[config.mk]
export PLATFORM = sky130hd
export DESIGN_NAME = stlb_channel_arbiter
export DESIGN_NICKNAME = d
export VERILOG_FILES = /design/src/rtl/stlb_pkg.sv /design/src/rtl/stlb_channel_arbiter.sv
export SDC_FILE = /design/constraint.sdc
export NUM_CORES = 1
export LEC_CHECK = 0
export ABC_AREA = 1
export BUFFER_PORTS_ARGS = -buffer_cell sky130_fd_sc_hd__clkbuf_2
export CAP_MARGIN = 5
export CELL_PAD_IN_SITES_DETAIL_PLACEMENT = 1
export CELL_PAD_IN_SITES_GLOBAL_PLACEMENT = 2
export CORE_MARGIN = 4
export CORE_UTILIZATION = 22
export CTS_BUF_LIST = sky130_fd_sc_hd__clkbuf_4
export DETAILED_ROUTE_END_ITERATION = 10
export HOLD_SLACK_MARGIN = 0.02
export PLACE_DENSITY = 0.95
export RECOVER_POWER = 100
export SETUP_SLACK_MARGIN = 0.3
export SYNTH_ARGS = -nofsm -noshare
export SYNTH_HDL_FRONTEND = slang
export SYNTH_SLANG_ARGS = --single-unit
[constraint.sdc]
create_clock -name clk_g -period 6.45 [get_ports clk_g]
set_input_delay 0 -clock clk_g [delete_from_list [all_inputs] [get_ports clk_g]]
set_output_delay 0 -clock clk_g [all_outputs]
set_load 0.1 [all_outputs]
[src/rtl/stlb_pkg.sv]
// Translation widths shared by the TLB blocks.
// Pages are a fixed 16 KB, and virtual and physical addresses are both 32 bits
// wide, so one page number type serves both sides.
package stlb_pkg;

	// ==================================================
	// Widths
	// ==================================================
	localparam int VADDR_W = 32;
	localparam int PAGE_OFS_W = 14;
	localparam int VPN_W = VADDR_W - PAGE_OFS_W;
	localparam int ASID_W = 12;

	// Epoch 0 is never current, so a zeroed entry can never hit
	localparam int EPOCH_W = 6;

	// Largest channel count the arbiter is built for
	localparam int MAX_CHANNELS = 8;

	// ==================================================
	// Types
	// ==================================================
	typedef logic [VADDR_W-1:0] vaddr_t;
	typedef logic [VPN_W-1:0] vpn_t;
	typedef logic [ASID_W-1:0] asid_t;
	typedef logic [EPOCH_W-1:0] epoch_t;

	// Bit 2 read, bit 1 write, bit 0 execute
	typedef logic [2:0] rwx_t;

endpackage

[src/rtl/stlb_channel_arbiter.sv]
// Round-robin arbiter in front of the lookup pipeline.
// A channel holds its request steady until granted. The grant is combinational
// and nothing is granted while the maintenance FSM is busy.
`timescale 1ns/1ps

module stlb_channel_arbiter
	import stlb_pkg::*;
#(
	parameter int CHANNELS = 4,
	localparam int CH_W = (CHANNELS > 1) ? $clog2(CHANNELS) : 1
) (
	input  logic                  clk_g,
	input  logic                  rst_i,
	input  logic                  busy_i,
	input  logic [CHANNELS-1:0]   ch_req_i,
	input  vaddr_t [CHANNELS-1:0] ch_vaddr_i,
	input  asid_t [CHANNELS-1:0]  ch_asid_i,
	output logic [CHANNELS-1:0]   ch_grant_o,
	output logic                  lk_valid_o,
	output logic [CH_W-1:0]       lk_ch_o,
	output vaddr_t                lk_vaddr_o,
	output asid_t                 lk_asid_o
);

	logic [CH_W-1:0] ptr_q;
	logic [CH_W-1:0] pick;
	logic            found;
	logic            take;

	// Search upward from the pointer, wrapping at CHANNELS
	always_comb begin
		int idx;
		found = 1'b0;
		pick = '0;
		for (int i = 0; i < CHANNELS; i++) begin
			idx = int'(ptr_q) + i;
			if (idx >= CHANNELS)
				idx = idx - CHANNELS;
			if (!found && ch_req_i[idx]) begin
				found = 1'b1;
				pick = idx[CH_W-1:0];
			end
		end
	end

	assign take = found & ~busy_i;

	always_comb begin
		ch_grant_o = '0;
		if (take)
			ch_grant_o[pick] = 1'b1;
	end

	// Pointer moves to one past the granted channel
	always_ff @(posedge clk_g or posedge rst_i) begin
		if (rst_i) begin
			ptr_q <= '0;
			lk_valid_o <= 1'b0;
		end else begin
			lk_valid_o <= take;
			if (take)
				ptr_q <= (pick == CH_W'(CHANNELS - 1)) ? '0 : pick + 1'b1;
		end
	end

	// Lookup command, held until the next grant
	always_ff @(posedge clk_g) begin
		if (take) begin
			lk_ch_o <= pick;
			lk_vaddr_o <= ch_vaddr_i[pick];
			lk_asid_o <= ch_asid_i[pick];
		end
	end

	if (CHANNELS < 2 || CHANNELS > MAX_CHANNELS) begin : g_bad_channels
		$error("stlb_channel_arbiter: CHANNELS must be 2 to %0d", MAX_CHANNELS);
	end

endmodule

==> impl_metrics.yaml <==
cts:
  cts_max_level: 2
  cts_buffer_depth: 2
  root_buffer: "clkbuf_4"
  cts-buffers-inserted: 5
  cts_setup_buffers: 0
  post_cts_resized: 0
  cts_tree: "done"
  cts_sinks: 49
  clkTransAtPathRegs_ns: 0.16
  clkLatencyLatePin_ns: 0.40
critical_path:
  critical_path_class: "reg2out"
  cp.required_ns: 6.45
  crit_path_top_delay_cell: "clkbuf_1"
  path_buf_inv: 4
  worst_path_largest_cell_delay_ns: 1.74
  r2r_slack_ns: 1.88
  crit_fanout: 47
  end_kind: "primary output"
  startpoint_type: "flip-flop"
  arrival_ns: 4.81
  path_delay_family: "buffers and inverters"
  r2r_cells: 12
  path_common_cell: "nand2_1"
  r2r_end: "lk_asid_o[11]"
  rr_startpoint: "ptr_q[0]"
  crit_chain: "inv_1, nand2_1, nand2_1, nand2_1, nand2_1, nor2_1, nand3_1, nand3_1, clkbuf_1, nand3_1, inv_1, clkbuf_2"
cells_and_area:
  utilization_pct: 38.9
  fin_nets: 1083
  finish.instance_area_um2: 6220
  multi_input_comb_area_um2: 1870
  area_growth_pct: 72.5
  ff_latch_area_um2: 1460
  fillerInstances: 2131
  drive_gt1_share_pct: 22.2
timing:
  max_freq_mhz: 208
  finalSetupTns_ns: 0
  hold_viol_final: 0
  max-slew-margin-rel_pct: -61.8
  period_share_pct: 74.6
  report.final.slew_viol_count: 48
  fin_crit_ns: 4.81
  worst_pin_slew_ns: 2.43
  setup_viol: 0
  rsz0062_at_grt: "no"
  skew_ns: 0.0130
logic_synthesis:
  syn_area_um2: 3610
  syn_inst: 558
  synth_top_family_by_area: "simple AND/OR/NAND/NOR gates"
  synthAdderAreaFrac_pct: 0
  synthesis.nets: 741
  yosysSeqAreaShare_pct: 40.4
  synth-simple-area-share_pct: 51.3
  synth-seq-cells: 49
  synth_xor_area_share_pct: 0
  ys_warn_count: 0
  synth.distinct_cells: 20
  synthMuxAreaShare_pct: 0
  syn_avg_cell_area_um2: 6.46
  synth-compound-area-share_pct: 0.416
place:
  routabilityCongestion: 0.810
  port_buffers: 233
  dpl-instance-area_um2: 4870
  dp_hpwl_um: 10600
route:
  vias: 4987
  wl_per_cell_um: 14.9
  ant_nets: 0
  route.detailed.drc: 0
  drt_iter0_drc: 180
  drtPass1Iterations: 4
  routed_wl_um: 16700
  avgViaCountPerCell: 4.46
global_routing:
  use_met2_pct: 33.6
  grt_first_pass_wirelength_um: 25800
  grt_most_used_layer: "met2"
  grt_overflow: 0
  antenna_found_initial: 1
  grt_pass1_vias: 5346
  grt_usage_pct: 17.5
  use_met1_pct: 18.8
  use_met3_pct: 3.63
  grt_max_degree: 94
die:
  dieArea_um2: 18500
  die-height_um: 136
  design.core.area_um2: 16000
  start_util_pct: 22.5
  die_w_um: 136
  io_pins: 234
  row_count: 46
min_path:
  holdCritStartpoint: "ch_req_i[1]"
  hold_class: "in2reg"
  hold_depth: 10
  hold_path_end: "ptr_q[1]"
outcome:
  violations: "capacitance limit, slew limit"
  outcome: "finished, violations left"
run:
  maxCapViolations: 1
==> logic make-up (layout without fill, tap and decap cells) <==
family	Yosys count	in the layout
buffers and inverters	53	396
and+or+nand+nor	453	453
other	0	1
DFF	49	49
AOI/OAI and AO/OA	3	3
==> sequential cells by signal, indices dropped and copies added (netlist names) <==
register	count
lk_valid_o	1
lk_vaddr_o	32
lk_asid_o	12
ptr_q	2
lk_ch_o	2
==> repair_timing <==
item                                    CTS  global route
endpoints found under the hold margin    48             0
hold buffers                            135             0
endpoints found under the setup margin    0             0
==> placed cells by master (no fill, tap or decap) <==
cell           synthesis  routed
clkbuf_4               0       6
a21oi_1                1       1
nand3_2                1       1
nand3b_1               1       1
o21ai_0                1       2
dfrtp_1                3       3
clkinv_1               0       1
dlygate4sd3_1          0     135
diode_2                0       1
edfxtp_1              46      46
clkbuf_1               6      52
nand2_1              344     344
nand2_4                0       3
bufinv_16              0       1
nand2_2                4       1
inv_2                  3       2
nor3_1                 1       1
nor2_1                 4       5
clkbuf_2               0     183
nand3_1               97      97
buf_4                  6       3
inv_1                 12      13
==> layer usage <==
layer | share of wire [%] | routed length [um]
met5 | 0 | 0
met4 | 2.2 | 369
met3 | 7.3 | 1210
met2 | 52 | 8680
met1 | 39 | 6440
==> stage by stage <==
stage | hold slack (ns) | setup slack [ns] | instances
after floorplan | -0.246 | 2.97 | 558
after global placement | -0.127 | 3.22 | 974
after detailed placement | -0.132 | 3.05 | 974
after CTS | 0.375 | 2.20 | 1117
after global routing | 0.478 | 0.998 | 1118
final | 0.400 | 1.64 | 1118
==> worst max-delay path by stage <==
stage / start / endpoint / cells after the start
6_report: ptr_q[0] / ch_grant_o[2] / 12
5_1_grt: ptr_q[0] / ch_grant_o[2] / 12
3_3_place_gp: ptr_q[0] / ch_grant_o[0] / 11
3_5_place_dp: ptr_q[0] / ch_grant_o[0] / 11
4_1_cts: ptr_q[0] / lk_vaddr_o[26] / 14
2_1_floorplan: ptr_q[0] / ch_grant_o[0] / 9
==> layout make-up <==
cell class / instances / area share, %
Tap cell: 216 / 4.34
Inverter: 15 / 0.905
Clock inverter: 2 / 0.543
Multi-Input combinational cell: 456 / 30.1
Timing Repair Buffer: 373 / 39.9
Sequential cell: 49 / 23.4
Clock buffer: 6 / 0.724
Antenna cell: 1 / 0.0402
==> Yosys cell counts (all sizes together) <==
master / instances / area [um^2]
a21oi: 1 / 5.00
buf: 32 / 206
clkbuf: 6 / 22.5
dfrtp: 3 / 75.1
edfxtp: 46 / 1380
inv: 15 / 56.3
nand2: 348 / 1320
nand3: 98 / 495
nand3b: 1 / 7.51
nor2: 5 / 26.3
nor3: 1 / 5.00
o21ai: 2 / 10.0
==> worst register-to-register path: stages (launching register included) <==
cell	delay, ns
dfrtp_1	0.64
inv_1	0.25
nand2_1	0.11
nand2_1	0.08
nand2_1	0.10
nand2_1	0.06
nor2_1	0.23
nand3_1	0.12
nand3_1	0.14
clkbuf_1	1.74
nand2_1	0.29
nand2_1	0.15
dlygate4sd3_1	0.55
Power is not shown: default switching activity piles up to over one toggle a cycle in this logic, so the estimate is an artifact.
