File: src/rtl/stlb_pkg.sv
// Translation widths shared by the TLB blocks.
// Pages are a fixed 16 KB, and virtual and physical addresses are both 32 bits
// wide, so one page number type serves both sides.
package stlb_pkg;

	// ==================================================
	// Widths
	// ==================================================
	localparam int VADDR_W = 32;
	localparam int PAGE_OFS_W = 14;
	localparam int VPN_W = VADDR_W - PAGE_OFS_W;
	localparam int ASID_W = 12;

	// Epoch 0 is never current, so a zeroed entry can never hit
	localparam int EPOCH_W = 6;

	// Largest channel count the arbiter is built for
	localparam int MAX_CHANNELS = 8;

	// ==================================================
	// Types
	// ==================================================
	typedef logic [VADDR_W-1:0] vaddr_t;
	typedef logic [VPN_W-1:0] vpn_t;
	typedef logic [ASID_W-1:0] asid_t;
	typedef logic [EPOCH_W-1:0] epoch_t;

	// Bit 2 read, bit 1 write, bit 0 execute
	typedef logic [2:0] rwx_t;

endpackage

File: src/rtl/stlb_lookup.sv
// Tag compare and response stage of the lookup pipeline.
// The command is delayed one cycle to meet the RAM data and the result is
// registered one cycle later. The lowest matching way wins.
`timescale 1ns/1ps

module stlb_lookup
	import stlb_pkg::*;
#(
	parameter int CHANNELS = 4,
	parameter int ASSOC = 4,
	localparam int CH_W = (CHANNELS > 1) ? $clog2(CHANNELS) : 1
) (
	input  logic               clk_g,
	input  logic               rst_i,
	input  logic               lk_valid_i,
	input  logic [CH_W-1:0]    lk_ch_i,
	input  vaddr_t             lk_vaddr_i,
	input  asid_t              lk_asid_i,
	input  epoch_t             epoch_i,
	// Entry RAM read data, one element per way
	input  vpn_t [ASSOC-1:0]   ram_tag_i,
	input  asid_t [ASSOC-1:0]  ram_asid_i,
	input  vpn_t [ASSOC-1:0]   ram_ppn_i,
	input  rwx_t [ASSOC-1:0]   ram_rwx_i,
	input  logic [ASSOC-1:0]   ram_global_i,
	input  logic [ASSOC-1:0]   ram_valid_i,
	input  epoch_t [ASSOC-1:0] ram_epoch_i,
	output logic               rsp_valid_o,
	output logic [CH_W-1:0]    rsp_ch_o,
	output logic               rsp_hit_o,
	output vaddr_t             rsp_paddr_o,
	output rwx_t               rsp_rwx_o,
	output vaddr_t             miss_vaddr_o,
	output asid_t              miss_asid_o
);

	logic             cmd_valid_q;
	logic [CH_W-1:0]  cmd_ch_q;
	vaddr_t           cmd_vaddr_q;
	asid_t            cmd_asid_q;
	vpn_t             cmd_vpn;
	logic [ASSOC-1:0] way_hit;
	logic             any_hit;
	vpn_t             hit_ppn;
	rwx_t             hit_rwx;

	// ==================================================
	// Command delay, aligned with RAM output
	// ==================================================
	always_ff @(posedge clk_g or posedge rst_i) begin
		if (rst_i)
			cmd_valid_q <= 1'b0;
		else
			cmd_valid_q <= lk_valid_i;
	end

	always_ff @(posedge clk_g) begin
		if (lk_valid_i) begin
			cmd_ch_q <= lk_ch_i;
			cmd_vaddr_q <= lk_vaddr_i;
			cmd_asid_q <= lk_asid_i;
		end
	end

	assign cmd_vpn = cmd_vaddr_q[VADDR_W-1:PAGE_OFS_W];

	// ==================================================
	// Compare
	// ==================================================
	always_comb begin
		for (int w = 0; w < ASSOC; w++)
			way_hit[w] = ram_valid_i[w] && (ram_epoch_i[w] == epoch_i) &&
				(ram_tag_i[w] == cmd_vpn) &&
				(ram_global_i[w] || (ram_asid_i[w] == cmd_asid_q));
	end

	// Walk down so the lowest way is the last to assign
	always_comb begin
		hit_ppn = '0;
		hit_rwx = '0;
		for (int w = ASSOC - 1; w >= 0; w--) begin
			if (way_hit[w]) begin
				hit_ppn = ram_ppn_i[w];
				hit_rwx = ram_rwx_i[w];
			end
		end
	end

	assign any_hit = |way_hit;

	// Response strobe and miss capture
	always_ff @(posedge clk_g or posedge rst_i) begin
		if (rst_i) begin
			rsp_valid_o <= 1'b0;
			miss_vaddr_o <= '0;
			miss_asid_o <= '0;
		end else begin
			rsp_valid_o <= cmd_valid_q;
			if (cmd_valid_q && !any_hit) begin
				miss_vaddr_o <= cmd_vaddr_q;
				miss_asid_o <= cmd_asid_q;
			end
		end
	end

	always_ff @(posedge clk_g) begin
		if (cmd_valid_q) begin
			rsp_ch_o <= cmd_ch_q;
			rsp_hit_o <= any_hit;
			rsp_paddr_o <= any_hit ? {hit_ppn, cmd_vaddr_q[PAGE_OFS_W-1:0]} : '0;
			rsp_rwx_o <= hit_rwx;
		end
	end

endmodule

File: config.mk
export PLATFORM = sky130hd
export DESIGN_NAME = stlb_lookup
export DESIGN_NICKNAME = d
export VERILOG_FILES = /design/src/rtl/stlb_pkg.sv /design/src/rtl/stlb_lookup.sv
export SDC_FILE = /design/constraint.sdc
export NUM_CORES = 1
export LEC_CHECK = 0
export BUFFER_PORTS_ARGS = -buffer_cell sky130_fd_sc_hd__buf_2
export CELL_PAD_IN_SITES_DETAIL_PLACEMENT = 0
export CELL_PAD_IN_SITES_GLOBAL_PLACEMENT = 1
export CORE_MARGIN = 5
export CORE_UTILIZATION = 31
export CTS_CLUSTER_SIZE = 28
export DETAILED_ROUTE_END_ITERATION = 8
export PLACE_DENSITY_LB_ADDON = 0.2
export SYNTH_ARGS = -nofsm -noshare
export SYNTH_HDL_FRONTEND = slang
export SYNTH_SLANG_ARGS = --single-unit
export TNS_END_PERCENT = 20
File: constraint.sdc
create_clock -name clk_g -period 2.49 [get_ports clk_g]
set_input_delay 0.249 -clock clk_g [delete_from_list [all_inputs] [get_ports clk_g]]
set_output_delay 0.249 -clock clk_g [all_outputs]
set_load 0.01 [all_outputs]
==> results.toml, run 1 <==
[cts]
cts_tree = "built"
clk_latency_ns = 0.43
htree_num_levels = 4
cts_buffers = 17
cts.sinks = 130
cts_max_path_buffers = 2
cts_root_buf = "clkbuf_16"
clk_pin_slew_ns = 0.07

[worst_setup_path]
crit_path_start_kind = "flip-flop"
worstSetupStartpoint = "cmd_vaddr_q[18]"
crit_chain = "buf_4, xor2_2, nor4_4, nand3_1, or4_4, and2_4, nand4b_4, buf_12, clkbuf_16, mux2_4"
crit_required_ns = 2.79
reg2reg_from = "cmd_vaddr_q[18]"
arrival_ns = 3.12
crit_path_top_delay_cell = "or4_4"
path_class = "reg -> reg"
endpoint_kind = "flip-flop"
critPathMaxFanout = 6
max_stage_delay_ns = 0.56

[synth]
ys.flop_type = "edfxtp_1"
yosysTopAreaCell = "edfxtp_1"
syn_inst = 590
netlist-cell-type-count = 32
synth_most_common_cell = "xor2_1"
synth_async_sr_flop_share = 0.354
seq_area_frac_synth = 0.517
synth_area_leaders = "edfxtp_1 (36%), dfrtp_1 (16%), xor2_1 (12%)"
yosys_register_bits = 130
synth-edff-count = 84
synth_top_cell_area_share = 0.355
synth_common_cells = "xor2_1 (101), edfxtp_1 (84), dfrtp_1 (46), xnor2_1 (42), mux2_4 (36)"
syn_nets = 881
syn_area_sq_mm = 0.00710
yosys_warnings = 0
synth.avg_cell_area_sq_um = 12.0

[flow_run]
drv_cap = 0

[die]
die_y_um = 161
die-area_sq_mm = 0.0260
io_pins = 374
coreArea_sq_mm = 0.0226
die_w_um = 161
row_count = 55
start_util = 0.315

[sta]
period_share = 1.13
setup_violations = 80
period_needed_ns = 2.82
fin_hold_ws_ns = 0.0177
max_freq_mhz = 355
tightest_slew_ns = 0.612
max_slew_margin = 0.592
layout_setup_ws_ns = -0.326
clock_skew_ns = 0.0136
drv_slew = 0
rsz0062_at_grt = "yes"
setup_tns_ns = -20.04
hold_viol = 0

[outcome]
violations = "negative setup slack"
status = "finished, violations left"

[final_layout]
fin_cells = 1376
antenna_cells = 0
post-route-util = 0.498
fillCellCount = 2150
drive_gt1_frac = 0.536
final_area_sq_mm = 0.0112
finalNetCount = 1369
synthToLayoutAreaGrowth_pct = 58.2

[route]
detail_route.wl_per_cell_um = 20.1
routed-wl-met3_um = 2510
ant_nets = 0
route.detailed.drc = 0
wl_met1_um = 10300
dr.pass1.iters = 4
vias = 6172
wl_um = 27600
wl_met2_um = 14300
post_drt_via_cell_ratio = 4.49
route.top_layer_used = "met5"
drt_iter0_drc = 242

[pwr]
power_mw = 6.30
ir_worst_vdd_mv = 0.468
leakage_nw = 5.41
p_per_area_mw_per_mm2 = 561

[placed_design]
place.gp.congestion = 0.878
hpwl_um = 21800
port_buffers = 373
place_ws_ns = -0.482
dp.cells = 1283
post_dp_cell_area_sq_mm = 0.00973

[min_path]
hp-start = "lk_vaddr_i[23]"
hp-class = "in -> reg"

[global_routing]
grtUsageTotal = 0.208
grt_overflow = 0
grt_pass1_wl_um = 40400
grt_pass1_vias = 6717
grt_max_degree = 43
antenna_found_initial = 4
[critical path, delay by kind of cell, from the launching register on]
kind | cells | cell delay (ns)
multiplexers | 1 | 0.30
flip-flops | 1 | 0.43
buffers and inverters | 3 | 0.47
AND/OR/NAND/NOR | 5 | 1.29
XOR/XNOR | 1 | 0.19
[cells in the final DEF, fill, tap and decap left out, types with 2 or more instances in the layout]
cell	instances
buf_2	373
xor2_1	99
buf_4	89
edfxtp_1	84
dfrtp_1	45
mux2_4	44
xnor2_1	42
dlygate4sd3_1	37
nand2_1	24
inv_1	22
nor2_1	21
a21o_1	21
o21a_1	21
clkbuf_16	21
a21oi_1	19
nor4_1	14
and2_1	14
nand4_1	10
o21ai_1	10
nor4_2	9
o21ai_0	8
buf_12	8
inv_8	6
nand3_1	5
buf_6	5
nor3_1	4
inv_6	4
a31oi_1	3
o21ai_2	3
clkinvlp_4	3
nor4_4	2
or4_4	2
a21oi_2	2
clkinv_8	2
buf_16	2
[final timing paths]
path	endpoint	slack, ns	depth (start not counted)
max reg2reg	miss_vaddr_o[10]	-0.33	10
min in group asynchronous	rsp_valid_o	0.43	3
max	miss_vaddr_o[10]	-0.33	10
min	cmd_vaddr_q[23]	0.02	1
max in group asynchronous	miss_asid_o[11]	1.44	4
min reg2reg	rsp_ch_o[0]	0.43	0
[timing repair]
action / in CTS / in global routing
gates resized for setup: 43 / 17
hold buffers: 36 / 1
endpoints found under the setup margin: 80 / 80
pin swaps: 7 / 12
endpoints found under the hold margin: 59 / 1
gates cloned: 3 / 4
buffers inserted: 12 / 6
[per-layer routing]
layer,up-vias,GRT usage
met1,2841,0.234
met5,-,0
li1,3004,-
met4,6,0.0574
met2,292,0.375
met3,29,0.0699
[sequential cells by signal, indices dropped and copies added, names as in the netlist]
| signal | cells |
|---|---|
| cmd_asid_q | 12 |
| cmd_ch_q | 2 |
| cmd_vaddr_q | 32 |
| cmd_valid_q | 1 |
| miss_asid_o | 12 |
| miss_vaddr_o | 32 |
| rsp_ch_o | 2 |
| rsp_hit_o | 1 |
| rsp_paddr_o | 32 |
| rsp_rwx_o | 3 |
| rsp_valid_o | 1 |
[kinds of logic (layout without fill, tap and decap cells)]
logic type,after synthesis,in the layout,synth area share
xor+xnor,143,143,0.176
flops,130,130,0.517
simple gates,110,110,0.0826
compound gates,89,89,0.0789
buf+inv,74,575,0.0559
mux,44,44,0.0888
[report_power, final]
group          leakage, nW  internal [mW]  switching, mW
registers             1.44           2.47          0.115
logic                 3.69          0.687          0.546
clock network        0.278           1.34           1.14
[layout make-up]
cell class | count | area [sq um] | area share
Multi-Input combinational cell | 386 | 3210 | 0.286
Timing Repair Buffer | 520 | 3320 | 0.296
Inverter | 23 | 86.3 | 0.00768
Sequential cell | 130 | 3670 | 0.327
Tap cell | 285 | 357 | 0.0317
Clock buffer | 17 | 425 | 0.0379
Clock inverter | 15 | 158 | 0.0140
Note: power is estimated with default switching activity, not from simulation.
==> run 2: changes to the inputs <==
--- a/config.mk
+++ b/config.mk
@@ -9,9 +9,10 @@
 export CELL_PAD_IN_SITES_DETAIL_PLACEMENT = 0
 export CELL_PAD_IN_SITES_GLOBAL_PLACEMENT = 1
 export CORE_MARGIN = 5
-export CORE_UTILIZATION = 31
+export CORE_UTILIZATION = 34
 export CTS_CLUSTER_SIZE = 28
 export DETAILED_ROUTE_END_ITERATION = 8
+export HOLD_SLACK_MARGIN = 0.06
 export PLACE_DENSITY_LB_ADDON = 0.2
 export SYNTH_ARGS = -nofsm -noshare
 export SYNTH_HDL_FRONTEND = slang
==> constraint.sdc (replaced) <==
create_clock -name clk_g -period 2.6 [get_ports clk_g]
set_input_delay 0.26 -clock clk_g [delete_from_list [all_inputs] [get_ports clk_g]]
set_output_delay 0.26 -clock clk_g [all_outputs]
set_load 0.01 [all_outputs]
==> run 2 against run 1 <==
The run still ends with negative setup slack left; combinational power is 4% lower; clock power is 4% lower; final cell count is 1.7% lower; count of clock-buffer cells in the layout stayed put; final area is 1.7% lower; routed wire length is 3.3% lower; critical path type unchanged; largest power group unchanged.
==> results.toml, run 2 (same netlist as run 1, synthesis figures left out) <==
[final_layout]
synthToLayoutAreaGrowth_pct = 55.6
final_cell_mix = "buf_2 (373), xor2_1 (101), edfxtp_1 (84)"
finalNetCount = 1357
final_area_sq_mm = 0.0110
drive_gt1_frac = 0.520
layout_commonest_cell = "buf_2"
fin_cells = 1353
top_regs = "cmd_vaddr_q x32, miss_vaddr_o x32, rsp_paddr_o x32"
post-route-util = 0.541

[route]
route.detailed.drc = 0
drt_iter0_drc = 235
post_drt_via_cell_ratio = 4.52
vias = 6121
dr.pass1.iters = 4
detail_route.wl_per_cell_um = 19.7
wl_um = 26700
ant_nets = 0

[sta]
fin_hold_ws_ns = 0.277
setup_tns_ns = -2.26
period_needed_ns = 2.67
period_share = 1.03
hold_viol = 0
tightest_slew_ns = 0.708
rsz0062_at_grt = "yes"
drv_slew = 0
layout_setup_ws_ns = -0.0703
clock_skew_ns = 0.0122
max_slew_margin = 0.528
max_freq_mhz = 374
setup_violations = 44

[die]
coreArea_sq_mm = 0.0204
die-area_sq_mm = 0.0239
die_w_um = 155
start_util = 0.348
die_y_um = 155
io_pins = 374
row_count = 52

[worst_setup_path]
crit_path_top_delay_cell = "edfxtp_1"
crit_path_start_kind = "flip-flop"
path_class = "reg -> reg"
max_stage_delay_ns = 0.45
critPathMaxFanout = 6
crit_chain = "buf_4, xor2_1, nor4_1, a31oi_1, nor4_4, nand4b_4, buf_12, clkbuf_16, mux2_4"
rrSetupSlack_ns = -0.07
crit_buf_inv = 3
arrival_ns = 2.98
crit_required_ns = 2.90
endpoint_kind = "flip-flop"
critPathTopFamily = "simple AND/OR/NAND/NOR gates"

[cts]
cts.sinks = 130
cts_tree = "built"
clk_latency_ns = 0.42
cts_max_path_buffers = 2
cts_root_buf = "clkbuf_16"
cts_buffers = 17
htree_num_levels = 4
clk_pin_slew_ns = 0.07

[outcome]
violations = "negative setup slack"
status = "finished, violations left"

[global_routing]
grt_overflow = 0
grt_pass1_wl_um = 38700
grt_pass1_vias = 6576
grt_max_degree = 48
grtUsageTotal = 0.216
antenna_found_initial = 8

[pwr]
power_mw = 6.03
ir_worst_vdd_mv = 0.435
leakage_nw = 5.31
p_per_area_mw_per_mm2 = 545

[flow_run]
drv_cap = 0

[placed_design]
port_buffers = 373
dp.cells = 1247
place.gp.congestion = 0.880
place_ws_ns = -0.221
hpwl_um = 20900
post_dp_cell_area_sq_mm = 0.00956

[min_path]
hp-class = "in -> reg"
[run 2: timing repair]
action,CTS,global route
endpoints found under the setup margin,80,80
hold endpoints to repair,76,0
pin swaps,7,13
gates cloned,3,1
setup buffers,8,11
hold buffers,47,0
resized for setup,21,16
[run 2: path summary, 6_finish.rpt]
check                                    from          endpoint  cells after the start
worst max register to register  cmd_asid_q[5]  miss_vaddr_o[18]                      9
max in group asynchronous               rst_i   miss_vaddr_o[5]                      4
worst max-delay path            cmd_asid_q[5]  miss_vaddr_o[18]                      9
min in group asynchronous               rst_i    miss_asid_o[5]                      3
worst min-delay path             ram_ppn_i[7]   rsp_paddr_o[21]                      4
worst min register to register    cmd_ch_q[1]       rsp_ch_o[1]                      0
[run 2: worst register-to-register path, cell delays in order (launching register included)]
cell       delay [ns]
edfxtp_1         0.45
buf_4            0.18
xor2_1           0.15
nor4_1           0.38
a31oi_1          0.26
nor4_4           0.33
nand4b_4         0.22
buf_12           0.14
clkbuf_16        0.16
mux2_4           0.30
[run 2: per-layer routing]
layer,vias up,track usage,share of wire,wire [um]
met1,2797,0.246,0.38,10200
li1,2991,-,-,-
met3,41,0.0693,0.083,2230
met4,8,0.0728,0.021,573
met5,-,0,0.0018,48
met2,284,0.383,0.51,13600
[run 2: power breakdown]
group / switching [mW] / internal [mW] / total, mW
Combinational: 0.520 / 0.659 / 1.18
Clock: 1.09 / 1.29 / 2.37
Sequential: 0.108 / 2.36 / 2.47
Total: 1.72 / 4.31 / 6.03
[run 2: area by class of cell]
cell class	instances	area, sq um
clock buffer	17	425
tap	270	338
sequential	130	3670
antenna	4	10.0
multi-input combinational	386	3180
inverter	23	86.3
clock inverter	15	166
fill	1847	9380
timing repair buffer	508	3170
