`config.mk`:
```
export PLATFORM = sky130hd
export DESIGN_NAME = stlb_maint_ctrl
export DESIGN_NICKNAME = d
export VERILOG_FILES = /design/src/rtl/stlb_pkg.sv /design/src/rtl/stlb_reg_pkg.sv /design/src/rtl/stlb_maint_ctrl.sv
export SDC_FILE = /design/constraint.sdc
export NUM_CORES = 1
export LEC_CHECK = 0
export BUFFER_PORTS_ARGS = -buffer_cell sky130_fd_sc_hd__buf_2
export CAP_MARGIN = 40
export CORE_MARGIN = 2
export CORE_UTILIZATION = 50
export DETAILED_ROUTE_END_ITERATION = 16
export GPL_ROUTABILITY_DRIVEN = 0
export MAX_ROUTING_LAYER = met4
export PLACE_DENSITY_LB_ADDON = 0.2
export RECOVER_POWER = 25
export REMOVE_ABC_BUFFERS = 1
export SYNTH_ARGS = -nofsm -noshare
export SYNTH_HDL_FRONTEND = slang
export SYNTH_SLANG_ARGS = --single-unit
```
`constraint.sdc`:
```
create_clock -name clk_g -period 3.05 [get_ports clk_g]
set_input_delay 0.61 -clock clk_g [delete_from_list [all_inputs] [get_ports clk_g]]
set_output_delay 0.61 -clock clk_g [all_outputs]
set_load 0.01 [all_outputs]
```
`src/rtl/stlb_pkg.sv`:
```
// Translation widths shared by the TLB blocks.
// Pages are a fixed 16 KB, and virtual and physical addresses are both 32 bits
// wide, so one page number type serves both sides.
package stlb_pkg;

	// ==================================================
	// Widths
	// ==================================================
	localparam int VADDR_W = 32;
	localparam int PAGE_OFS_W = 14;
	localparam int VPN_W = VADDR_W - PAGE_OFS_W;
	localparam int ASID_W = 12;

	// Epoch 0 is never current, so a zeroed entry can never hit
	localparam int EPOCH_W = 6;

	// Largest channel count the arbiter is built for
	localparam int MAX_CHANNELS = 8;

	// ==================================================
	// Types
	// ==================================================
	typedef logic [VADDR_W-1:0] vaddr_t;
	typedef logic [VPN_W-1:0] vpn_t;
	typedef logic [ASID_W-1:0] asid_t;
	typedef logic [EPOCH_W-1:0] epoch_t;

	// Bit 2 read, bit 1 write, bit 0 execute
	typedef logic [2:0] rwx_t;

endpackage

```
`src/rtl/stlb_reg_pkg.sv`:
```
// Register map of the maintenance port.
// Registers are write-only, 32 bits wide, and selected by a word offset.
package stlb_reg_pkg;

	localparam int REG_ADDR_W = 2;
	localparam int REG_DATA_W = 32;

	// ==================================================
	// Offsets
	// ==================================================
	localparam logic [REG_ADDR_W-1:0] REG_PTE = 2'd0;
	localparam logic [REG_ADDR_W-1:0] REG_VPN = 2'd1;
	localparam logic [REG_ADDR_W-1:0] REG_CTRL = 2'd2;

	// Page table entry register
	localparam int PTE_PPN_LSB = 0;
	localparam int PTE_RWX_LSB = 18;
	localparam int PTE_GLOBAL_BIT = 21;
	localparam int PTE_VALID_BIT = 22;

	// Virtual page register
	localparam int VPN_VPN_LSB = 0;
	localparam int VPN_ASID_LSB = 18;

	// Control register, command bits start the FSM
	localparam int CTRL_INDEX_LSB = 0;
	localparam int CTRL_WAY_LSB = 8;
	localparam int CTRL_INSTALL_BIT = 16;
	localparam int CTRL_INVALL_BIT = 17;

	typedef enum logic [2:0] {
		ST_FILL,
		ST_RUN,
		ST_INSTALL,
		ST_SWEEP_RD,
		ST_SWEEP_WR
	} maint_state_t;

endpackage

```
`src/rtl/stlb_maint_ctrl.sv`:
```
// Maintenance controller with the register file, the reset fill, installs and
// the invalidate sweep. Register writes are taken only while idle. A control
// write with both command bits set runs the invalidate and drops the install.
`timescale 1ns/1ps

module stlb_maint_ctrl
	import stlb_pkg::*, stlb_reg_pkg::*;
#(
	parameter int ASSOC = 4,
	parameter int ENTRIES = 64,
	localparam int IDX_W = $clog2(ENTRIES),
	localparam int WAY_W = (ASSOC > 1) ? $clog2(ASSOC) : 1
) (
	input  logic                  clk_g,
	input  logic                  rst_i,
	input  logic                  reg_wr_i,
	input  logic [REG_ADDR_W-1:0] reg_addr_i,
	input  logic [REG_DATA_W-1:0] reg_wdata_i,
	output logic                  busy_o,
	output epoch_t                epoch_o,
	output logic [ASSOC-1:0]      mt_we_o,
	output logic [IDX_W-1:0]      mt_index_o,
	output vpn_t                  mt_tag_o,
	output asid_t                 mt_asid_o,
	output vpn_t                  mt_ppn_o,
	output rwx_t                  mt_rwx_o,
	output logic                  mt_global_o,
	output logic                  mt_valid_o,
	output epoch_t                mt_epoch_o,
	input  logic [ASSOC-1:0]      mt_valid_i,
	input  epoch_t [ASSOC-1:0]    mt_epoch_i
);

	// Sixteen pages are mapped at reset
	localparam int FILL_W = 4;

	maint_state_t          state_q;
	logic [REG_DATA_W-1:0] pte_q;
	logic [REG_DATA_W-1:0] vpn_q;
	logic [REG_DATA_W-1:0] ctrl_q;
	logic [IDX_W-1:0]      cnt_q;
	epoch_t                epoch_q;
	logic                  reg_take;
	logic                  ctrl_wr;
	vpn_t                  fill_vpn;
	logic [WAY_W-1:0]      way_sel;

	assign reg_take = reg_wr_i && (state_q == ST_RUN);
	assign ctrl_wr = reg_take && (reg_addr_i == REG_CTRL);
	assign fill_vpn = {{(VPN_W - FILL_W){1'b1}}, cnt_q[FILL_W-1:0]};
	assign way_sel = ctrl_q[CTRL_WAY_LSB +: WAY_W];

	always_ff @(posedge clk_g or posedge rst_i) begin
		if (rst_i) begin
			pte_q <= '0;
			vpn_q <= '0;
			ctrl_q <= '0;
		end else if (reg_take) begin
			case (reg_addr_i)
				REG_PTE: pte_q <= reg_wdata_i;
				REG_VPN: vpn_q <= reg_wdata_i;
				REG_CTRL: ctrl_q <= reg_wdata_i;
				default: ;
			endcase
		end
	end

	// ==================================================
	// Maintenance FSM
	// ==================================================
	always_ff @(posedge clk_g or posedge rst_i) begin
		if (rst_i) begin
			state_q <= ST_FILL;
			cnt_q <= '0;
			epoch_q <= epoch_t'(1);
		end else begin
			case (state_q)
				ST_FILL: begin
					cnt_q <= cnt_q + 1'b1;
					if (cnt_q[FILL_W-1:0] == '1)
						state_q <= ST_RUN;
				end
				ST_RUN: begin
					if (ctrl_wr && reg_wdata_i[CTRL_INVALL_BIT]) begin
						// Wrap skips 0 so a zeroed stamp stays stale
						epoch_q <= (epoch_q == '1) ? epoch_t'(1) : epoch_q + 1'b1;
						cnt_q <= '0;
						state_q <= ST_SWEEP_RD;
					end else if (ctrl_wr && reg_wdata_i[CTRL_INSTALL_BIT]) begin
						state_q <= ST_INSTALL;
					end
				end
				ST_INSTALL: state_q <= ST_RUN;
				ST_SWEEP_RD: state_q <= ST_SWEEP_WR;
				ST_SWEEP_WR: begin
					cnt_q <= cnt_q + 1'b1;
					if (cnt_q == IDX_W'(ENTRIES - 1))
						state_q <= ST_RUN;
					else
						state_q <= ST_SWEEP_RD;
				end
				default: state_q <= ST_RUN;
			endcase
		end
	end

	// Maintenance port drive, install data unless a state overrides it
	always_comb begin
		mt_we_o = '0;
		mt_index_o = cnt_q;
		mt_tag_o = vpn_q[VPN_VPN_LSB +: VPN_W];
		mt_asid_o = vpn_q[VPN_ASID_LSB +: ASID_W];
		mt_ppn_o = pte_q[PTE_PPN_LSB +: VPN_W];
		mt_rwx_o = pte_q[PTE_RWX_LSB +: $bits(rwx_t)];
		mt_global_o = pte_q[PTE_GLOBAL_BIT];
		mt_valid_o = pte_q[PTE_VALID_BIT];
		mt_epoch_o = epoch_q;
		case (state_q)
			ST_FILL: begin
				// Identity map, global and fully permitted
				mt_we_o[ASSOC-1] = 1'b1;
				mt_index_o = fill_vpn[IDX_W-1:0];
				mt_tag_o = fill_vpn;
				mt_asid_o = '0;
				mt_ppn_o = fill_vpn;
				mt_rwx_o = '1;
				mt_global_o = 1'b1;
				mt_valid_o = 1'b1;
			end
			ST_INSTALL: begin
				mt_we_o[way_sel] = 1'b1;
				mt_index_o = ctrl_q[CTRL_INDEX_LSB +: IDX_W];
			end
			ST_SWEEP_WR: begin
				// Read data is from the index set up in ST_SWEEP_RD
				mt_valid_o = 1'b0;
				for (int w = 0; w < ASSOC; w++)
					mt_we_o[w] = mt_valid_i[w] && (mt_epoch_i[w] != epoch_q);
			end
			default: ;
		endcase
	end

	assign busy_o = (state_q != ST_RUN);
	assign epoch_o = epoch_q;

endmodule

```
==> flow_summary.yaml, run 1 <==
pwr:
  switching_share_pct: 36.1
  clockPowerShare_pct: 14.9
  power.internal_mw: 3.19
  p_comb_share_pct: 48.6
  pwr-share-seq_pct: 36.5
  max-vdd-ir-drop_v: 0.000360
  power.density_nw_per_um2: 990
  p_sw_mw: 1.80
  p_leak_nw: 2.63
clock_network:
  cts.repair.resized: 0
  clockBufferDepth: 2
  hold_buffers: 0
  cts_num_sinks: 76
  cts_tree: "yes"
  post-cts-setup-buffers: 0
  cts_root_buf: "clkbuf_8"
  clk_pin_slew_ns: 0.08
  clk_latency_ns: 0.33
  cts_buffers: 9
  cts_max_level: 3
synthesis:
  synth_area_sq_um: 4150
  synth_top_family_by_area: "multiplexers"
  avgSynthCellArea_sq_um: 11.7
  synthCells: 353
  yosysSeqAreaShare_pct: 45.9
  ys_ff_latch: 76
  synth_top_area_share_pct: 45.3
  synth_fa_ha_area_share_pct: 0.604
  synth_area_leaders: "dfrtp_1, mux2_4, nand2b_1, mux2_2, nand2_1"
  ys_types: 43
  synth_simple_gate_area_share_pct: 15.9
  synth_area_leader_cell: "dfrtp_1"
  synth_xor_area_share_pct: 5.49
  synth_compound_area_share_pct: 4.83
  synth_mux_area_share_pct: 22.5
  ys_warn_count: 0
detailed_routing:
  drc: 0
  vias: 3004
  postRouteAntennaNets: 0
  first_pass_iters: 4
  vias_per_cell: 5.11
  drtIter0Drc: 150
  wl_mm: 8.81
  wl_per_cell_um: 15.0
global_route:
  grt_pass1_wl_mm: 14.2
  antenna_found_initial: 0
  grt_pass1_vias: 2937
  grt_usage_pct: 20.7
  overflow: 0
  grt_start_max_net_pins: 77
sta:
  fin_crit_sh_pct: 91.3
  hold_violations: 0
  timing.final.ws_setup_ns: 0.266
  skew_ns: 0.00700
  slew_viol_final: 77
  finalSetupViolations: 0
  clock.fmax_ghz: 0.359
  worst_pin_slew_ns: 1.84
  maxSlewHeadroom_pct: -22.4
  totalNegativeSetupSlack_ns: 0
  rsz0062_at_grt: "false"
  finalCriticalPeriod_ns: 2.78
  hold_slack_ns: 0.502
floorplanning:
  num_rows: 33
  fp.dieH_um: 95.1
  start_util_pct: 51.0
  die_area_sq_um: 9030
  die_w_um: 95.1
  core_sq_um: 8130
  ioPinCount: 141
status:
  status: "finished, violations left"
  violations: "capacitance limit, slew limit"
worst_setup_path:
  slowest_delay_ns: 0.78
  required_ns: 2.44
  cp_top_family: "simple AND/OR/NAND/NOR gates"
  slowest_stage: "or3_2"
  cp-start-kind: "flop"
  crit_fanout: 30
  worstSetupPathType: "reg -> out"
  crit_buf_inv: 2
  crit_chain: "or3_2 > buf_16 > and2_1 > buf_2"
  end_kind: "output pin"
  worstPathArrival_ns: 2.17
place:
  dp_slack_ns: 0.609
  portBuffers: 138
  post-dp-hpwl_mm: 6.27
cells_and_area:
  layout-drive-gt1-share_pct: 48.2
  final_cell_mix: "buf_2, dfrtp_1, mux2_4"
  fin_nets: 546
  fillCellCount: 687
  mostFrequentLayoutCell: "buf_2"
  final_core_util_pct: 62.0
  syn_to_final_growth_pct: 21.6
  n_antenna_cell: 0
hold_path:
  worstHoldPathType: "in -> reg"
job:
  cap_violations: 1
[per-layer routing]
layer | routed length, um | share of wire (%) | global-route usage [%]
met1 | 3910 | 44 | 27.3
met2 | 4320 | 49 | 33.2
met3 | 497 | 5.6 | 3.95
met4 | 70 | 0.79 | 5.31
met5 | 0 | 0 | -
[logic make-up after synthesis]
group           count (synthesis)
buf+inv                        34
compound gates                 31
xor+xnor                       26
simple gates                  118
fa+ha+maj                       2
flops                          76
mux                            66
[stage by stage]
stage	std cells	area, sq um	power, mW
finish	588	5040	4.99
CTS	588	5050	5.05
global route	588	5040	5.37
floorplan	325	3970	3.36
detailed placement	573	4860	4.29
global placement	572	4840	4.19
[worst paths after layout]
path	cells after the start	endpoint	slack (ns)	start
min	2	vpn_q[24]$_DFFE_PP0P_	0.50	reg_wdata_i[24]
min in group asynchronous	3	pte_q[11]$_DFFE_PP0P_	0.94	rst_i
max reg2reg	5	vpn_q[7]$_DFFE_PP0P_	0.87	state_q[1]$_DFFE_PP0P_
max in group asynchronous	3	pte_q[8]$_DFFE_PP0P_	1.03	rst_i
max	4	mt_asid_o[3]	0.27	state_q[2]$_DFFE_PP0P_
min reg2reg	1	pte_q[13]$_DFFE_PP0P_	0.50	pte_q[13]$_DFFE_PP0P_
[flip-flops by register name, indices dropped and copies added, names as in the netlist]
signal   cells
vpn_q       30
pte_q       23
ctrl_q       8
cnt_q        6
epoch_o      6
state_q      3
[power by group through the flow]
stage               combinational (mW)  sequential [mW]  clock, mW
CTS                               2.47             1.82      0.763
global placement                  2.38             1.81          0
global route                      2.67             1.89      0.809
finish                            2.42             1.82      0.746
floorplan                         1.61             1.75          0
detailed placement                2.45             1.83          0
[cell type report]
cell class | instances | area [sq um] | area share (%)
inverters | 6 | 23.8 | 0.472
well taps | 105 | 131 | 2.61
multi-input cells | 243 | 2050 | 40.6
clock buffers | 10 | 138 | 2.73
clock inverters | 5 | 52.6 | 1.04
repair buffers | 143 | 746 | 14.8
flip-flops and latches | 76 | 1900 | 37.8
[synth_stat cells (all sizes together)]
library cell,number
dfrtp,75
mux2,66
nand2,37
nand2b,32
xnor2,15
buf,14
clkbuf,14
and2,12
nand3,11
xor2,11
a21oi,10
nor2,8
a31oi,6
inv,6
nand4,4
o21ai,4
and3,2
and3b,2
ha,2
nor3,2
o31ai,2
o32ai,2
or3,2
a2bb2oi,1
a41o,1
a41oi,1
and4bb,1
dfstp,1
nand3b,1
nor4,1
nor4bb,1
o21a,1
o21bai,1
o311ai,1
o41ai,1
or2,1
or3b,1
No activity file was read; power rests on OpenSTA's default activity.
==> inputs of run 2 (changes only) <==
--- a/config.mk
+++ b/config.mk
@@ -14,7 +14,6 @@
 export MAX_ROUTING_LAYER = met4
 export PLACE_DENSITY_LB_ADDON = 0.2
 export RECOVER_POWER = 25
-export REMOVE_ABC_BUFFERS = 1
 export SYNTH_ARGS = -nofsm -noshare
 export SYNTH_HDL_FRONTEND = slang
 export SYNTH_SLANG_ARGS = --single-unit
==> flow_summary.yaml, run 2 (synthesized netlist as in run 1, its figures left out) <==
worst_setup_path:
  cp_top_family: "simple AND/OR/NAND/NOR gates"
  ff2ff_path_depth: 5
  worstSetupPathType: "reg -> out"
  r2r_end: "vpn_q[25]$_DFFE_PP0P_"
  rrSetupSlack_ns: 0.85
  end_kind: "output pin"
  crit_chain: "or3_2 > buf_12 > and2_1 > buf_2"
  crit_fanout: 36
  worstPathArrival_ns: 2.08
  slowest_delay_ns: 0.71
  reg2reg_from: "state_q[1]$_DFFE_PP0P_"
  crit_buf_inv: 2
  required_ns: 2.44
  slowest_stage: "or3_2"
  cp-start-kind: "flop"
cells_and_area:
  multi_input_area_sq_um: 2050
  top_register: "vpn_q"
  top_regs: "vpn_q: 30 flops, pte_q: 23 flops, ctrl_q: 8 flops"
  syn_to_final_growth_pct: 22.1
  fillCellCount: 696
  seq_area_sq_um: 1900
  final_cells: 591
  largest_reg_flops: 30
  mostFrequentLayoutCell: "buf_2"
  layout-drive-gt1-share_pct: 47.8
  fin_nets: 548
  final_cell_mix: "buf_2, dfrtp_1, mux2_4"
detailed_routing:
  wl_mm: 8.88
  vias_per_cell: 5.10
  drc: 0
  first_pass_iters: 4
  wl_per_cell_um: 15.0
  postRouteAntennaNets: 0
  drtIter0Drc: 69
  vias: 3012
sta:
  fin_crit_sh_pct: 88.2
  totalNegativeSetupSlack_ns: 0
  skew_ns: 0.0106
  worst_pin_slew_ns: 1.70
  rsz0062_at_grt: "false"
  clock.fmax_ghz: 0.372
  slew_viol_final: 39
  finalSetupViolations: 0
  finalCriticalPeriod_ns: 2.69
  maxSlewHeadroom_pct: -14.1
  hold_violations: 0
global_route:
  grt_pass1_vias: 2964
  grt_pass1_wl_mm: 14.2
  grt_start_max_net_pins: 39
  overflow: 0
  antenna_found_initial: 1
  grt_usage_pct: 21.1
status:
  status: "finished, violations left"
  violations: "capacitance limit, slew limit"
pwr:
  switching_share_pct: 35.8
  power.internal_mw: 3.24
  max-vdd-ir-drop_v: 0.000432
  p_comb_share_pct: 47.8
  p_leak_nw: 2.64
  clockPowerShare_pct: 16.0
  p_sw_mw: 1.80
  power.density_nw_per_um2: 997
  pwr-share-seq_pct: 36.1
floorplanning:
  die_area_sq_um: 9030
  ioPinCount: 141
  num_rows: 33
  die_w_um: 95.1
  core_sq_um: 8130
  start_util_pct: 51.0
  fp.dieH_um: 95.1
synthesis:
  syn-num-nets: 420
job:
  cap_violations: 1
hold_path:
  worstHoldPathType: "in -> reg"
  min_to: "vpn_q[27]$_DFFE_PP0P_"
  hold_start: "reg_wdata_i[27]"
  whs_path_depth: 2
place:
  post-dp-hpwl_mm: 6.37
  dp_cells: 575
  portBuffers: 138
clock_network:
  cts_max_level: 3
  cts.repair.resized: 0
  clk_pin_slew_ns: 0.08
  cts_num_sinks: 76
  clk_latency_ns: 0.35
  cts_buffers: 9
  post-cts-setup-buffers: 0
  cts_root_buf: "clkbuf_8"
  cts_tree: "yes"
  hold_buffers: 0
  clockBufferDepth: 2
[run 2: metrics by stage]
| step | instance area (sq um) | power, mW | utilization [%] | hold slack [ns] | setup WS [ns] |
|---|---|---|---|---|---|
| finish | 5060 | 5.04 | 62.2 | 0.489 | 0.359 |
| global route | 5060 | 5.44 | 62.2 | 0.474 | 0.145 |
| CTS | 5060 | 5.09 | 62.3 | 0.352 | 0.333 |
| detailed placement | 4860 | 4.27 | 59.7 | 0.484 | 0.707 |
| global placement | 4840 | 4.18 | 59.5 | 0.481 | 0.575 |
| floorplan | 4150 | 3.45 | - | 0.470 | 0.503 |
[run 2: area by class of cell]
cell class / count / share of cell area [%]
multi-input cells: 243 / 40.4
flip-flops and latches: 76 / 37.6
repair buffers: 145 / 14.8
well taps: 105 / 2.60
clock buffers: 10 / 2.52
clock inverters: 5 / 1.53
inverters: 6 / 0.470
diodes: 1 / 0.0495
[run 2: power groups by stage]
stage          combinational [mW]  sequential [mW]  clock, mW
4_1_cts                      2.45             1.82      0.825
3_3_place_gp                 2.37             1.81          0
5_1_grt                      2.67             1.90      0.874
6_report                     2.41             1.82      0.808
2_1_floorplan                1.75             1.70          0
3_5_place_dp                 2.44             1.83          0
[run 2: worst max-delay path by stage]
stage,endpoint,slack (ns),depth (start not counted),start
global route,ctrl_q[5]$_DFFE_PP0N_,0.15,3,rst_i
CTS,mt_asid_o[0],0.33,4,state_q[2]$_DFFE_PP0P_
global placement,mt_asid_o[4],0.57,3,state_q[2]$_DFFE_PP0P_
detailed placement,mt_asid_o[0],0.71,4,state_q[2]$_DFFE_PP0P_
finish,mt_asid_o[0],0.36,4,state_q[2]$_DFFE_PP0P_
floorplan,cnt_q[0]$_DFFE_PP0P_,0.50,1,rst_i
[run 2: metal layers]
layer	up-vias	part of all wire, %	track usage, %
met5	-	0	-
met1	1450	44	27.1
met3	16	5.0	4.43
met2	92	48	33.0
met4	0	2.1	8.09
li1	1454	-	-
==> inputs of run 3 (changes only) <==
==> constraint.sdc (replaced) <==
create_clock -name clk_g -period 2.85 [get_ports clk_g]
set_input_delay 0.57 -clock clk_g [delete_from_list [all_inputs] [get_ports clk_g]]
set_output_delay 0.57 -clock clk_g [all_outputs]
set_load 0.01 [all_outputs]
==> flow_summary.yaml, run 3 (synthesized netlist as in run 1, its figures left out) <==
cells_and_area:
  final_cell_mix: "buf_2, dfrtp_1, mux2_4"
  n_antenna_cell: 0
  largest_reg_flops: 30
  finalInstanceArea_sq_um: 5080
  top_regs: "vpn_q: 30 flops, pte_q: 23 flops, ctrl_q: 8 flops"
  top_register: "vpn_q"
  syn_to_final_growth_pct: 22.5
  mostFrequentLayoutCell: "buf_2"
  fin_nets: 547
  layout-drive-gt1-share_pct: 48.2
hold_path:
  worstHoldPathType: "in -> reg"
status:
  violations: "capacitance limit, slew limit"
  status: "finished, violations left"
clock_network:
  cts_root_buf: "clkbuf_8"
  cts_num_sinks: 76
  cts_tree: "yes"
  clockBufferDepth: 2
  clk_latency_ns: 0.35
  cts_max_level: 3
  hold_buffers: 0
  cts_buffers: 9
  clk_pin_slew_ns: 0.09
  post-cts-setup-buffers: 0
  cts.repair.resized: 0
sta:
  hold_slack_ns: 0.441
  maxSlewHeadroom_pct: -2.27
  rsz0062_at_grt: "false"
  worst_pin_slew_ns: 1.53
  hold_violations: 0
  clock.fmax_ghz: 0.386
  fin_crit_sh_pct: 91.0
  finalSetupViolations: 0
  slew_viol_final: 38
  skew_ns: 0.0103
  totalNegativeSetupSlack_ns: 0
  finalCriticalPeriod_ns: 2.59
detailed_routing:
  vias_per_cell: 5.07
  vias: 2993
  postRouteAntennaNets: 0
  wl_mm: 8.67
  wl_per_cell_um: 14.7
  drc: 0
  first_pass_iters: 4
  drtIter0Drc: 109
floorplanning:
  die_w_um: 95.1
  core_sq_um: 8130
  num_rows: 33
  start_util_pct: 51.0
  die_area_sq_um: 9030
  fp.dieH_um: 95.1
  ioPinCount: 141
worst_setup_path:
  slowest_delay_ns: 0.51
  crit_chain: "or3_2 > buf_4 > and2_1 > buf_2"
  required_ns: 2.28
  worstSetupPathType: "reg -> out"
  slowest_stage: "or3_2"
  rrSetupSlack_ns: 0.59
  end_kind: "output pin"
  cp_top_family: "simple AND/OR/NAND/NOR gates"
  worstPathArrival_ns: 2.02
  crit_fanout: 53
  crit_buf_inv: 2
  cp-start-kind: "flop"
global_route:
  grt_pass1_wl_mm: 14.1
  grt_pass1_vias: 2936
  antenna_found_initial: 0
  overflow: 0
  grt_usage_pct: 20.9
  grt_start_max_net_pins: 54
place:
  placed_area_sq_um: 4860
  post-dp-hpwl_mm: 6.14
  portBuffers: 138
pwr:
  p_comb_share_pct: 47.0
  max-vdd-ir-drop_v: 0.000502
  p_leak_nw: 2.65
  p_sw_mw: 1.94
  clockPowerShare_pct: 17.2
  fin_total_pwr_mw: 5.43
  pwr-share-seq_pct: 35.8
  switching_share_pct: 35.7
  power.density_nw_per_um2: 1070
  power.internal_mw: 3.49
synthesis:
  syn-num-nets: 420
job:
  cap_violations: 1
-- run 3: changes by cell type in the layout (fill, tap and decap cells not counted) --
cell	delta
clkbuf_2	+1
clkinv_4	+3
clkbuf_8	+1
clkinvlp_4	-1
buf_4	-1
diode_2	-1
clkinv_2	-2
inv_6	+1
clkbuf_1	-2
-- run 3: cell type report --
cell class	instances	area [sq um]
clock buffer	10	138
clock inverter	6	95.1
fill	702	3060
inverter	6	23.8
multi-input combinational	243	2050
sequential	76	1900
tap	105	131
timing repair buffer	144	742
-- run 3: routing by layer --
| metal | share of wire (%) | GRT usage, % |
|---|---|---|
| met2 | 47 | 32.8 |
| met3 | 4.8 | 3.79 |
| met5 | 0 | - |
| met1 | 46 | 26.5 |
| met4 | 1.8 | 9.66 |
-- run 3: worst paths after layout --
check | from | endpoint | cells after the start
max | state_q[2]$_DFFE_PP0P_ | mt_asid_o[2] | 4
min | reg_wdata_i[27] | vpn_q[27]$_DFFE_PP0P_ | 2
max reg2reg | state_q[1]$_DFFE_PP0P_ | pte_q[14]$_DFFE_PP0P_ | 4
min reg2reg | pte_q[19]$_DFFE_PP0P_ | pte_q[19]$_DFFE_PP0P_ | 1
max in group asynchronous | rst_i | cnt_q[0]$_DFFE_PP0P_ | 3
min in group asynchronous | rst_i | vpn_q[19]$_DFFE_PP0P_ | 2
-- run 3: worst reg2reg max path: cells and delay by family (launching register included) --
kind / cells / cell delay (ns)
simple gates: 2 / 1.04
flops: 1 / 0.43
buf+inv: 1 / 0.22
mux: 1 / 0.45
-- run 3: per-stage QoR --
| stage | worst slack, ns | utilization, % | std cells |
|---|---|---|---|
| detailed placement | 0.619 | 59.8 | 574 |
| floorplan | 0.343 | - | 353 |
| global placement | 0.634 | 59.8 | 574 |
| CTS | 0.236 | 62.7 | 590 |
| finish | 0.257 | 62.4 | 590 |
| global route | 0.145 | 62.4 | 590 |
-- run 3: power groups by stage --
stage	Sequential [mW]	Combinational [mW]	Clock, mW
after global placement	1.93	2.56	0
after detailed placement	1.96	2.59	0
after floorplan	1.82	1.88	0
final	1.94	2.55	0.936
after global routing	2.02	2.83	1.02
after CTS	1.94	2.60	0.967
